==> config.mk <==
export PLATFORM = sky130hd
export DESIGN_NAME = pcoeffPipeline
export DESIGN_NICKNAME = d
export VERILOG_FILES = /design/src/verilog/pcoeffPkg.sv /design/src/verilog/pcoeffPipeline.sv /design/src/verilog/pcoeffAccumulator.sv /design/src/verilog/componentCounter.sv /design/src/verilog/skidBuffer.sv /design/src/verilog/topBotStage.sv
export SDC_FILE = /design/constraint.sdc
export NUM_CORES = 2
export LEC_CHECK = 0
export CAP_MARGIN = 20
export CORE_MARGIN = 5
export CORE_UTILIZATION = 35
export DETAILED_ROUTE_END_ITERATION = 16
export DONT_BUFFER_PORTS = 1
export PLACE_DENSITY = 0.5
export SLEW_MARGIN = 20
export SYNTH_ARGS = -nofsm -noshare
export SYNTH_HDL_FRONTEND = slang
export SYNTH_SLANG_ARGS = --single-unit
==> constraint.sdc <==
create_clock -name clk -period 18 [get_ports clk]
set_input_delay 2.7 -clock clk [delete_from_list [all_inputs] [get_ports clk]]
set_output_delay 2.7 -clock clk [all_outputs]
set_load 0.005 [all_outputs]
==> src/verilog/pcoeffPkg.sv <==
`default_nettype none

package pcoeffPkg;

    // function geometry
    localparam int funcWidth = 128;    // points of a 7-variable function
    localparam int numVars = 7;        // hypercube dimension

    // output widths
    localparam int sumWidth = 38;
    localparam int countWidth = 3;

    // up to 64 components in the 7-cube
    localparam int compWidth = 7;

    // one bit per point, indexed by point number
    typedef logic [funcWidth-1:0] boolFunc_t;

    // handed from the top/bot stage to the component counter
    typedef struct packed {
        boolFunc_t graph;    // points in top but not in bot
        logic      isSubset; // bot fits inside top
        logic      newTop;   // first bot after a top load
    } graphItem_t;

    // final result toward the output port
    typedef struct packed {
        logic [sumWidth-1:0]   summedData;
        logic [countWidth-1:0] pcoeffCount;
    } resultItem_t;

endpackage

`default_nettype wire
==> src/verilog/pcoeffPipeline.sv <==
`timescale 1ns/100ps
`default_nettype none

module pcoeffPipeline import pcoeffPkg::*; (
    input  logic                  clk,
    input  logic                  rst,

    input  logic                  inValid,
    output logic                  inReady,
    input  logic                  startNewTop,
    input  boolFunc_t             bot,

    output logic                  outValid,
    input  logic                  outReady,
    output logic [sumWidth-1:0]   summedData,
    output logic [countWidth-1:0] pcoeffCount
);

    // top/bot stage to graph buffer
    logic       stageValid;
    logic       stageReady;
    graphItem_t stageItem;

    // graph buffer to counter
    logic       graphValid;
    logic       graphReady;
    graphItem_t graphItem;

    // counter to accumulator
    logic                 countValid;
    logic                 countReady;
    logic [compWidth-1:0] components;
    logic                 isSubset;
    logic                 newTop;

    // accumulator to result buffer
    logic        accValid;
    logic        accReady;
    resultItem_t accItem;
    resultItem_t resultItem;

    topBotStage topBot (
        .clk(clk), .rst(rst),
        .inValid(inValid), .inReady(inReady), .startNewTop(startNewTop), .bot(bot),
        .outValid(stageValid), .outReady(stageReady), .outItem(stageItem)
    );

    skidBuffer #(.payload_t(graphItem_t)) graphBuf (
        .clk(clk), .rst(rst),
        .inValid(stageValid), .inReady(stageReady), .inData(stageItem),
        .outValid(graphValid), .outReady(graphReady), .outData(graphItem)
    );

    componentCounter counter (
        .clk(clk), .rst(rst),
        .inValid(graphValid), .inReady(graphReady), .inItem(graphItem),
        .outValid(countValid), .outReady(countReady),
        .components(components), .isSubset(isSubset), .newTop(newTop)
    );

    pcoeffAccumulator accumulator (
        .clk(clk), .rst(rst),
        .inValid(countValid), .inReady(countReady),
        .components(components), .isSubset(isSubset), .newTop(newTop),
        .outValid(accValid), .outReady(accReady), .outItem(accItem)
    );

    skidBuffer #(.payload_t(resultItem_t)) resultBuf (
        .clk(clk), .rst(rst),
        .inValid(accValid), .inReady(accReady), .inData(accItem),
        .outValid(outValid), .outReady(outReady), .outData(resultItem)
    );

    assign summedData = resultItem.summedData;
    assign pcoeffCount = resultItem.pcoeffCount;

endmodule

`default_nettype wire

==> src/verilog/pcoeffAccumulator.sv <==
`timescale 1ns/100ps
`default_nettype none

module pcoeffAccumulator import pcoeffPkg::*; (
    input  logic                 clk,
    input  logic                 rst,

    // component counts in
    input  logic                 inValid,
    output logic                 inReady,
    input  logic [compWidth-1:0] components,
    input  logic                 isSubset,
    input  logic                 newTop,

    // running results out
    output logic                 outValid,
    input  logic                 outReady,
    output resultItem_t          outItem
);

    logic [sumWidth-1:0]   sumReg;
    logic [countWidth-1:0] countReg;
    logic [sumWidth-1:0]   pcoeff;
    logic [sumWidth-1:0]   baseSum;
    logic [countWidth-1:0] baseCount;
    logic                  accept;

    assign inReady = !outValid || outReady;
    assign accept = inValid && inReady;

    // 2^components, falls off the top for counts of 38 and up
    assign pcoeff = isSubset ? (sumWidth'(1) << components) : '0;

    // new top restarts from this item
    assign baseSum = newTop ? '0 : sumReg;
    assign baseCount = newTop ? '0 : countReg;

    // registers hold until the next accept, so they are the output slot
    assign outItem.summedData = sumReg;
    assign outItem.pcoeffCount = countReg;

    always_ff @(posedge clk) begin
        if (!rst) begin
            outValid <= 1'b0;
            sumReg <= '0;
            countReg <= '0;
        end else begin
            if (outValid && outReady) begin
                outValid <= 1'b0;
            end
            if (accept) begin
                outValid <= 1'b1;
                sumReg <= baseSum + pcoeff; // wraps at 2^38
                countReg <= baseCount + countWidth'(isSubset); // nonzero pcoeff only
            end
        end
    end

endmodule

`default_nettype wire

==> src/verilog/componentCounter.sv <==
`timescale 1ns/100ps
`default_nettype none

module componentCounter import pcoeffPkg::*; (
    input  logic                 clk,
    input  logic                 rst,

    // graph items in
    input  logic                 inValid,
    output logic                 inReady,
    input  graphItem_t           inItem,

    // component count out, with flags passed along
    output logic                 outValid,
    input  logic                 outReady,
    output logic [compWidth-1:0] components,
    output logic                 isSubset,
    output logic                 newTop
);

    typedef enum logic [1:0] {
        stIdle,
        stExpand,
        stDone
    } state_t;

    state_t    state;
    boolFunc_t remaining; // points not yet assigned to a component
    boolFunc_t frontier;  // current component being flooded
    boolFunc_t grown;
    boolFunc_t cleared;
    logic      frontierDone;
    logic      lastComponent;

    // isolate the lowest set point
    function automatic boolFunc_t lowestPoint(boolFunc_t f);
        return f & (~f + 1'b1);
    endfunction

    // frontier plus all neighbours one variable flip away
    function automatic boolFunc_t growFrontier(boolFunc_t f);
        boolFunc_t g;
        g = f;
        for (int p = 0; p < funcWidth; p++) begin
            for (int v = 0; v < numVars; v++) begin
                g[p] = g[p] | f[p ^ (1 << v)];
            end
        end
        return g;
    endfunction

    assign grown = growFrontier(frontier) & remaining;
    assign cleared = remaining & ~frontier;
    assign frontierDone = (grown == frontier); // component fully flooded
    assign lastComponent = (cleared == '0);

    assign inReady = (state == stIdle);
    assign outValid = (state == stDone);

    always_ff @(posedge clk) begin
        if (!rst) begin
            state <= stIdle;
        end else begin
            case (state)
                stIdle: begin
                    if (inValid) begin
                        // empty graph skips straight to the result
                        state <= (inItem.graph == '0) ? stDone : stExpand;
                    end
                end
                stExpand: begin
                    if (frontierDone && lastComponent) begin
                        state <= stDone;
                    end
                end
                stDone: begin
                    if (outReady) begin
                        state <= stIdle;
                    end
                end
                default: state <= stIdle;
            endcase
        end
    end

    // flood fill datapath
    always_ff @(posedge clk) begin
        case (state)
            stIdle: begin
                if (inValid) begin
                    remaining <= inItem.graph;
                    frontier <= lowestPoint(inItem.graph); // seed
                    components <= '0;
                    isSubset <= inItem.isSubset;
                    newTop <= inItem.newTop;
                end
            end
            stExpand: begin
                if (frontierDone) begin
                    // retire this component, seed the next one
                    remaining <= cleared;
                    frontier <= lowestPoint(cleared);
                    components <= components + compWidth'(1);
                end else begin
                    frontier <= grown;
                end
            end
            default: begin
                // result held until the transfer
            end
        endcase
    end

endmodule

`default_nettype wire

==> src/verilog/skidBuffer.sv <==
`timescale 1ns/100ps
`default_nettype none

// one-entry registered stage between two handshakes
module skidBuffer #(
    parameter type payload_t = logic
) (
    input  logic     clk,
    input  logic     rst,

    // upstream side
    input  logic     inValid,
    output logic     inReady,
    input  payload_t inData,

    // downstream side
    output logic     outValid,
    input  logic     outReady,
    output payload_t outData
);

    logic full;
    logic load;

    assign outValid = full;

    // empty, or full and draining this cycle
    assign inReady = !full || outReady;
    assign load = inValid && inReady;

    always_ff @(posedge clk) begin
        if (!rst) begin
            full <= 1'b0;
        end else if (load) begin
            full <= 1'b1;
        end else if (outReady) begin
            full <= 1'b0; // drained with nothing behind it
        end
    end

    // payload held while waiting for outReady
    always_ff @(posedge clk) begin
        if (load) begin
            outData <= inData;
        end
    end

endmodule

`default_nettype wire

==> src/verilog/topBotStage.sv <==
`timescale 1ns/100ps
`default_nettype none

module topBotStage import pcoeffPkg::*; (
    input  logic       clk,
    input  logic       rst,

    // word stream from outside
    input  logic       inValid,
    output logic       inReady,
    input  logic       startNewTop,
    input  boolFunc_t  bot,

    // graph items toward the counter
    output logic       outValid,
    input  logic       outReady,
    output graphItem_t outItem
);

    boolFunc_t top;
    logic      topValid;      // no top stored yet after reset
    logic      pendingNewTop; // marks the next bot as first of a top
    logic      accept;
    logic      botFits;

    // the output slot frees up when empty or being drained
    assign inReady = !outValid || outReady;
    assign accept = inValid && inReady;

    // empty top fails every subset test
    assign botFits = topValid && ((bot & ~top) == '0);

    always_ff @(posedge clk) begin
        if (!rst) begin
            outValid <= 1'b0;
            top <= '0;
            topValid <= 1'b0;
            pendingNewTop <= 1'b0;
        end else begin
            if (outValid && outReady) begin
                outValid <= 1'b0;
            end
            if (accept) begin
                if (startNewTop) begin
                    top <= bot;
                    topValid <= 1'b1;
                    pendingNewTop <= 1'b1; // top load gives no output
                end else begin
                    outValid <= 1'b1;
                    pendingNewTop <= 1'b0;
                end
            end
        end
    end

    // graph item toward the counter
    always_ff @(posedge clk) begin
        if (accept && !startNewTop) begin
            outItem.graph <= top & ~bot;
            outItem.isSubset <= botFits;
            outItem.newTop <= pendingNewTop;
        end
    end

endmodule

`default_nettype wire

# Word level (Yosys, flattened, before mapping)

Index checks and enable logic that the tools add are counted.

Bits in registers: 743
Output and inout port bits: 43
Logic and storage cells: 935

Add/subtract/negate cells: 5
Equality and inequality tests: 7
Shift operators: 1
Mux-type cells: 27
Bitwise operators: 843
Reductions and logical operators: 29

Operators by type and width:

| kind                                              | count |
|---|---|
| OR 1 bit                                          | 832 |
| AND 128 bit                                       | 6 |
| inverter 128 bit                                  | 5 |
| 2-to-1 mux 128 bit                                | 4 |
| case mux 128 bit (2 select lines)                 | 2 |
| logical NOT 128 bit                               | 3 |
| adder 128 x 1 -> 128 bit (second input constant)  | 2 |
| equality test 128 bit                             | 1 |
| 2-to-1 mux 38 bit                                 | 2 |
| adder 38 bit                                      | 1 |
| << shifter 1 x 7 -> 38 bit (first input constant) | 1 |
| 2-to-1 mux 7 bit                                  | 2 |
| case mux 7 bit (2 select lines)                   | 1 |
| 2-to-1 mux 1 bit                                  | 10 |
| 2-to-1 mux 2 bit                                  | 4 |
| nonzero test 2 bit                                | 4 |
| adder 7 x 1 -> 7 bit (second input constant)      | 1 |
| logical AND 1 bit                                 | 7 |
| case mux 2 bit (3 select lines)                   | 1 |
| AND reduction 2 bit                               | 3 |
| AND reduction 3 bit                               | 2 |
| logical NOT 1 bit                                 | 5 |
| logical OR 1 bit                                  | 4 |
| != test 2 x 1 -> 1 bit (second input constant)    | 2 |
| 6 further kinds                                   | 7 |

# Logic depth before layout (Yosys ltp)

Depth in word-level cells: 12
Depth in mapped cells: 18
Mapped depth without buffers: 18

# Hierarchy

Synthesis repeated with hierarchy kept, for this count alone.

Cells, all modules: 4220
Area, all modules: 40299.9 um^2

By module, submodules not included:

| module                 | times used | cells an instance | area an instance (um^2) |
|---|---|---|---|
| componentCounter       | 1          | 2408              | 20133.1 |
| topBotStage            | 1          | 1010              | 10537.6 |
| pcoeffAccumulator      | 1          | 621               | 4379.2 |
| skidBuffer (graphBuf)  | 1          | 135               | 3961.3 |
| skidBuffer (resultBuf) | 1          | 46                | 1288.7 |

# Worst setup path before layout

OpenSTA, ideal clock, no wires.

Kind: register to register
From: register counter.frontier[37]
To: register counter.components[0] (enable)
Data arrival time: 11.914 ns
Required time: 17.206 ns
Path slack: 5.291 ns
Cell stages (with the launch flop): 11
Clock period less this slack: 12.709 ns
Path through: edfxtp_1 clkbuf_1 nor2b_1 nor4_1 o2111ai_1 or4_1 or3_1 nor4_2 nor2_1 clkbuf_1 nor3_1

Word-level cells in the longest chain between the ends: 11
Elaborated cells on any way between the ends: 38

RTL lines:

| element                                     | RTL line                | text |
|---|---|---|
| start, declared                             | componentCounter.sv:29  | `boolFunc_t frontier;` |
| start signal, assigned                      | componentCounter.sv:92  | `frontier <= lowestPoint(inItem.graph);` |
| start signal, assigned                      | componentCounter.sv:102 | `frontier <= lowestPoint(cleared);` |
| start signal, assigned                      | componentCounter.sv:105 | `frontier <= grown;` |
| OR 1 bit (7 in a row)                       | componentCounter.sv:46  | `g[p] = g[p] \| f[p ^ (1 << v)];` |
| AND 128 bit                                 | componentCounter.sv:52  | `assign grown = growFrontier(frontier) & remaining;` |
| equality test 128 bit (*)                   | componentCounter.sv:54  | `assign frontierDone = (grown == frontier);` |
| != test 2 x 1 -> 1 bit (no source line) (*) | -                       |  |
| AND reduction 3 bit (no source line) (*)    | -                       |  |
| end signal, assigned                        | componentCounter.sv:103 | `components <= components + compWidth'(1);` |
| end, declared                               | componentCounter.sv:16  | `output logic [compWidth-1:0] components,` |

Mark *: on every way between the ends. The rest lies on a longest branch, timed or not.
A chain may end at the register's enable or synchronous reset.

# Worst setup path in the final report

From: register counter.frontier[67]
To: register counter.remaining[31] (enable)

Word-level cells in the longest chain between the ends: 11
Elaborated cells on any way between the ends: 38

RTL lines:

| element                                     | RTL line                | text |
|---|---|---|
| OR 1 bit (7 in a row)                       | componentCounter.sv:46  |  |
| AND 128 bit                                 | componentCounter.sv:52  |  |
| equality test 128 bit (*)                   | componentCounter.sv:54  |  |
| != test 2 x 1 -> 1 bit (no source line) (*) | -                       |  |
| AND reduction 3 bit (no source line) (*)    | -                       |  |
| end signal, assigned                        | componentCounter.sv:91  | `remaining <= inItem.graph;` |
| end signal, assigned                        | componentCounter.sv:101 | `remaining <= cleared;` |
| end, declared                               | componentCounter.sv:28  | `boolFunc_t remaining;` |

Marks and branches as above.

==> impl_metrics.json <==
{
  "layout.cells.non_filler": 5650,
  "ctsHoldBuffers": 0,
  "arrival_ps": 6620,
  "switching_power_total_mw": 1.056,
  "number_of_cells_on_the_worst_reg_to_reg_path": 11,
  "num-nets-final": 4259,
  "post_synth_num_cell_types": 90,
  "critical_path.startpoint_type": "register",
  "route.vias.total": 34860,
  "syn-mean-instance-area_um2": 9.423,
  "drtAntennaViolNets": 0,
  "synthFlopType": "sky130_fd_sc_hd__edfxtp_1",
  "clock_path_buffers": 3,
  "ios": 176,
  "holdWs_ps": 412.1,
  "p_int_mw": 2.947,
  "slew_violations": 0,
  "place.detailed.instances": 5478,
  "die_h_um": 344.3,
  "clk_pin_slew_ps": 60,
  "ff2ff_setup_slack_ps": 11670,
  "fin_skew_ps": 50.13,
  "crit_required_ps": 18280,
  "detailed_place_hpwl_um": 167100,
  "drt_wl_total_um": 211100,
  "antenna_found_initial": 12,
  "final_area_um2": 43450,
  "postSynthCellCount": 4151,
  "drt_pass1_iterations": 6,
  "power_switching_share_pct": 26.38,
  "max_freq_ghz": 0.1579,
  "finalCriticalPeriod_ps": 6335,
  "routedWlPerCell_um": 37.36,
  "holdCritStartpoint": "topBot.outItem[84]",
  "fin_tns_setup_ps": 0,
  "count_of_endpoints_failing_setup_in_the_final_report": 0,
  "timing.max_slew.rel_slack_pct": 20.41,
  "postPlaceCellArea_um2": 40680,
  "floorplan.rows": 122,
  "critical_path_peak_fanout": 47,
  "cp-end-kind": "register",
  "grt_pass1_wl_um": 282700,
  "via_count_of_the_first_global_routing_pass": 32370,
  "drt_first_iter_violations": 4509,
  "worst_case_vdd_ir_drop_v": 0.00007208,
  "final_min_period_over_clock_period_pct": 35.19,
  "dieArea_um2": 118500,
  "post_cts_buffers": 0,
  "grt_max_degree": 185,
  "post_cts_resize_count": 0,
  "worstHoldPathType": "register to register",
  "tightestPinTransition_ps": 1191,
  "grt_setup_unrepaired": "false",
  "synth-async-reset-ratio_pct": 0,
  "cts_num_sinks": 743,
  "worst_r2r_endpoint": "counter.remaining[31]",
  "routabilityCongestion": 1.133,
  "io_buffers": 0,
  "cap_viol_max_count": 0,
  "synth_seq_cells": 743,
  "tritoncts": "built",
  "timing.rr.start": "counter.frontier[67]",
  "grt_ovf": 0,
  "hold_depth": 0,
  "route.detailed.drc": 0,
  "p_leak_nw": 14.85,
  "synth_fp_nets": 4330,
  "core-area_um2": 110800,
  "synth_edf_count": 566,
  "comb_power_share_pct": 6.6,
  "sequentialPowerShare_pct": 50.2,
  "cts_max_level": 3,
  "p_clk_share_pct": 43.2,
  "synth_area_um2": 39110,
  "syn2layout_area_growth_pct": 11.07,
  "die_x_um": 344.3,
  "status": "finished, final reports clean",
  "grt_use_total_pct": 34.79,
  "end_point_of_the_worst_hold_path": "graphBuf.outData[84]",
  "drive_above_1_share_pct": 5.394,
  "initial_utilization_pct": 35.29,
  "synth_warnings": 0,
  "critPathKind": "register to register",
  "share_of_synthesized_area_occupied_by_flip_flops_and_latches_pct": 52.51,
  "cts_root_buffer": "sky130_fd_sc_hd__clkbuf_16",
  "avgViaCountPerCell": 6.169,
  "power_density_nw_per_um2": 92.14,
  "hold_viol": 0,
  "clock_latency_of_the_later_clocked_register_in_the_worst_skew_pair_ps": 700,
  "cts_inserted_buffers": 88
}
[critical path, cell delays in order, from the launching register on]
cell	delay (ps)
sky130_fd_sc_hd__edfxtp_1	610
sky130_fd_sc_hd__nor2_1	630
sky130_fd_sc_hd__nand3_1	450
sky130_fd_sc_hd__a2111oi_1	1000
sky130_fd_sc_hd__nand4_1	160
sky130_fd_sc_hd__nor3_1	340
sky130_fd_sc_hd__nand2_1	250
sky130_fd_sc_hd__nor4_4	510
sky130_fd_sc_hd__nor2_1	170
sky130_fd_sc_hd__nor3_2	450
sky130_fd_sc_hd__buf_4	580
sky130_fd_sc_hd__buf_4	690
[final cells by class]
class	count	area, um2
tap	1488	1862
clock inverter	37	321.6
inverter	239	897.1
fill	11340	67380
multi-input combinational	2953	16950
clock buffer	126	2416
timing repair buffer	55	437.9
antenna	9	22.52
sequential	743	20540
[per-stage QoR]
| stage | worst slack, ps | total power [mW] | util (%) |
|---|---|---|---|
| after floorplan | 5291 | 2.142 | - |
| after global placement | 11700 | 2.297 | 36.70 |
| after detailed placement | 12030 | 2.295 | 36.71 |
| after CTS | 11960 | 4.017 | 39.18 |
| after global routing | 11750 | 4.111 | 39.18 |
| final | 11670 | 4.003 | 39.20 |
[how the worst max path moves through the flow]
stage	startpoint	slack [ps]	to
final	counter.frontier[67]	11670	counter.remaining[31]
after global routing	counter.frontier[67]	11750	counter.remaining[26]
after CTS	counter.frontier[67]	11960	counter.remaining[31]
after detailed placement	counter.frontier[67]	12030	counter.remaining[57]
after global placement	counter.frontier[67]	11700	counter.remaining[57]
after floorplan	counter.frontier[37]	5290	counter.components[0]
[cell usage after synthesis (74+ instances only)]
cell type / n / area, um2
sky130_fd_sc_hd__nand2_1: 599 / 2248
sky130_fd_sc_hd__edfxtp_1: 566 / 17000
sky130_fd_sc_hd__nor2_1: 362 / 1359
sky130_fd_sc_hd__o21ai_0: 254 / 1271
sky130_fd_sc_hd__inv_1: 239 / 897.1
sky130_fd_sc_hd__clkbuf_1: 188 / 705.7
sky130_fd_sc_hd__dfxtp_1: 177 / 3543
sky130_fd_sc_hd__nor2b_1: 176 / 1101
sky130_fd_sc_hd__nor3_1: 165 / 825.8
sky130_fd_sc_hd__nand3_1: 162 / 810.8
sky130_fd_sc_hd__nand2b_1: 149 / 932.1
sky130_fd_sc_hd__a21boi_0: 136 / 1021
sky130_fd_sc_hd__nor4_1: 83 / 519.3
sky130_fd_sc_hd__a31oi_1: 82 / 513.0
sky130_fd_sc_hd__o22ai_1: 74 / 462.9
[cell families (layout without fill, tap and decap cells)]
| group | Yosys count | after routing | share of synthesized area, % |
|---|---|---|---|
| AOI/OAI and AO/OA | 917 | 917 | 15.94 |
| xor gates and xnor gates | 36 | 36 | 0.8061 |
| adders and majority gates | 46 | 46 | 1.491 |
| buffers and inverters | 455 | 457 | 4.440 |
| DFF | 743 | 743 | 52.51 |
| muxes | 8 | 8 | 0.2143 |
| other | 0 | 9 | 0 |
| and+or+nand+nor | 1946 | 1946 | 24.59 |
[metal layers]
layer | up-vias | global-route usage [%] | share of wire, %
met5 | - | 0 | 0.026
met4 | 8 | 19.77 | 7.0
met3 | 484 | 10.64 | 11
met2 | 2142 | 49.76 | 41
met1 | 17170 | 46.72 | 41
li1 | 15060 | - | -
[layout by cell type (no fill, tap or decap), types with 21 or more instances in the layout]
cell type,Yosys,final
sky130_fd_sc_hd__nand2_1,599,599
sky130_fd_sc_hd__edfxtp_1,566,566
sky130_fd_sc_hd__nor2_1,362,360
sky130_fd_sc_hd__o21ai_0,254,254
sky130_fd_sc_hd__inv_1,239,239
sky130_fd_sc_hd__dfxtp_1,177,177
sky130_fd_sc_hd__nor2b_1,176,173
sky130_fd_sc_hd__nor3_1,165,162
sky130_fd_sc_hd__nand3_1,162,161
sky130_fd_sc_hd__nand2b_1,149,147
sky130_fd_sc_hd__a21boi_0,136,136
sky130_fd_sc_hd__clkbuf_16,0,89
sky130_fd_sc_hd__a31oi_1,82,82
sky130_fd_sc_hd__nor4_1,83,81
sky130_fd_sc_hd__o22ai_1,74,74
sky130_fd_sc_hd__nand4_1,69,69
sky130_fd_sc_hd__a21oi_1,62,61
sky130_fd_sc_hd__buf_4,2,53
sky130_fd_sc_hd__ha_1,45,45
sky130_fd_sc_hd__a32o_1,37,37
sky130_fd_sc_hd__nand3b_1,35,35
sky130_fd_sc_hd__and2_1,32,32
sky130_fd_sc_hd__clkbuf_1,188,32
sky130_fd_sc_hd__a221oi_1,27,27
sky130_fd_sc_hd__a21o_1,26,26
sky130_fd_sc_hd__o211ai_1,24,24
sky130_fd_sc_hd__o2111ai_1,22,22
sky130_fd_sc_hd__xnor2_1,21,21
[registers in the layout, summed over array words and instances, names as in the netlist]
name,flops
topBot.outItem,130
accumulator.sumReg,38
resultBuf.outData,41
topBot.outValid,1
accumulator.countReg,3
graphBuf.outData,130
counter.components,7
topBot.top,128
counter.remaining,128
counter.isSubset,1
accumulator.outValid,1
counter.newTop,1
counter.frontier,128
resultBuf.outValid,1
counter.state,2
graphBuf.outValid,1
topBot.topValid,1
topBot.pendingNewTop,1
[power groups by stage]
stage                     Combinational [mW]  Sequential, mW  Clock (mW)
after floorplan                        0.163            1.98           0
after global placement                 0.259            2.04           0
after detailed placement               0.257            2.04           0
after CTS                              0.258            2.00        1.76
after global routing                   0.276            2.01        1.83
final                                  0.265            2.01        1.73
No activity file was read; power rests on OpenSTA's default activity.
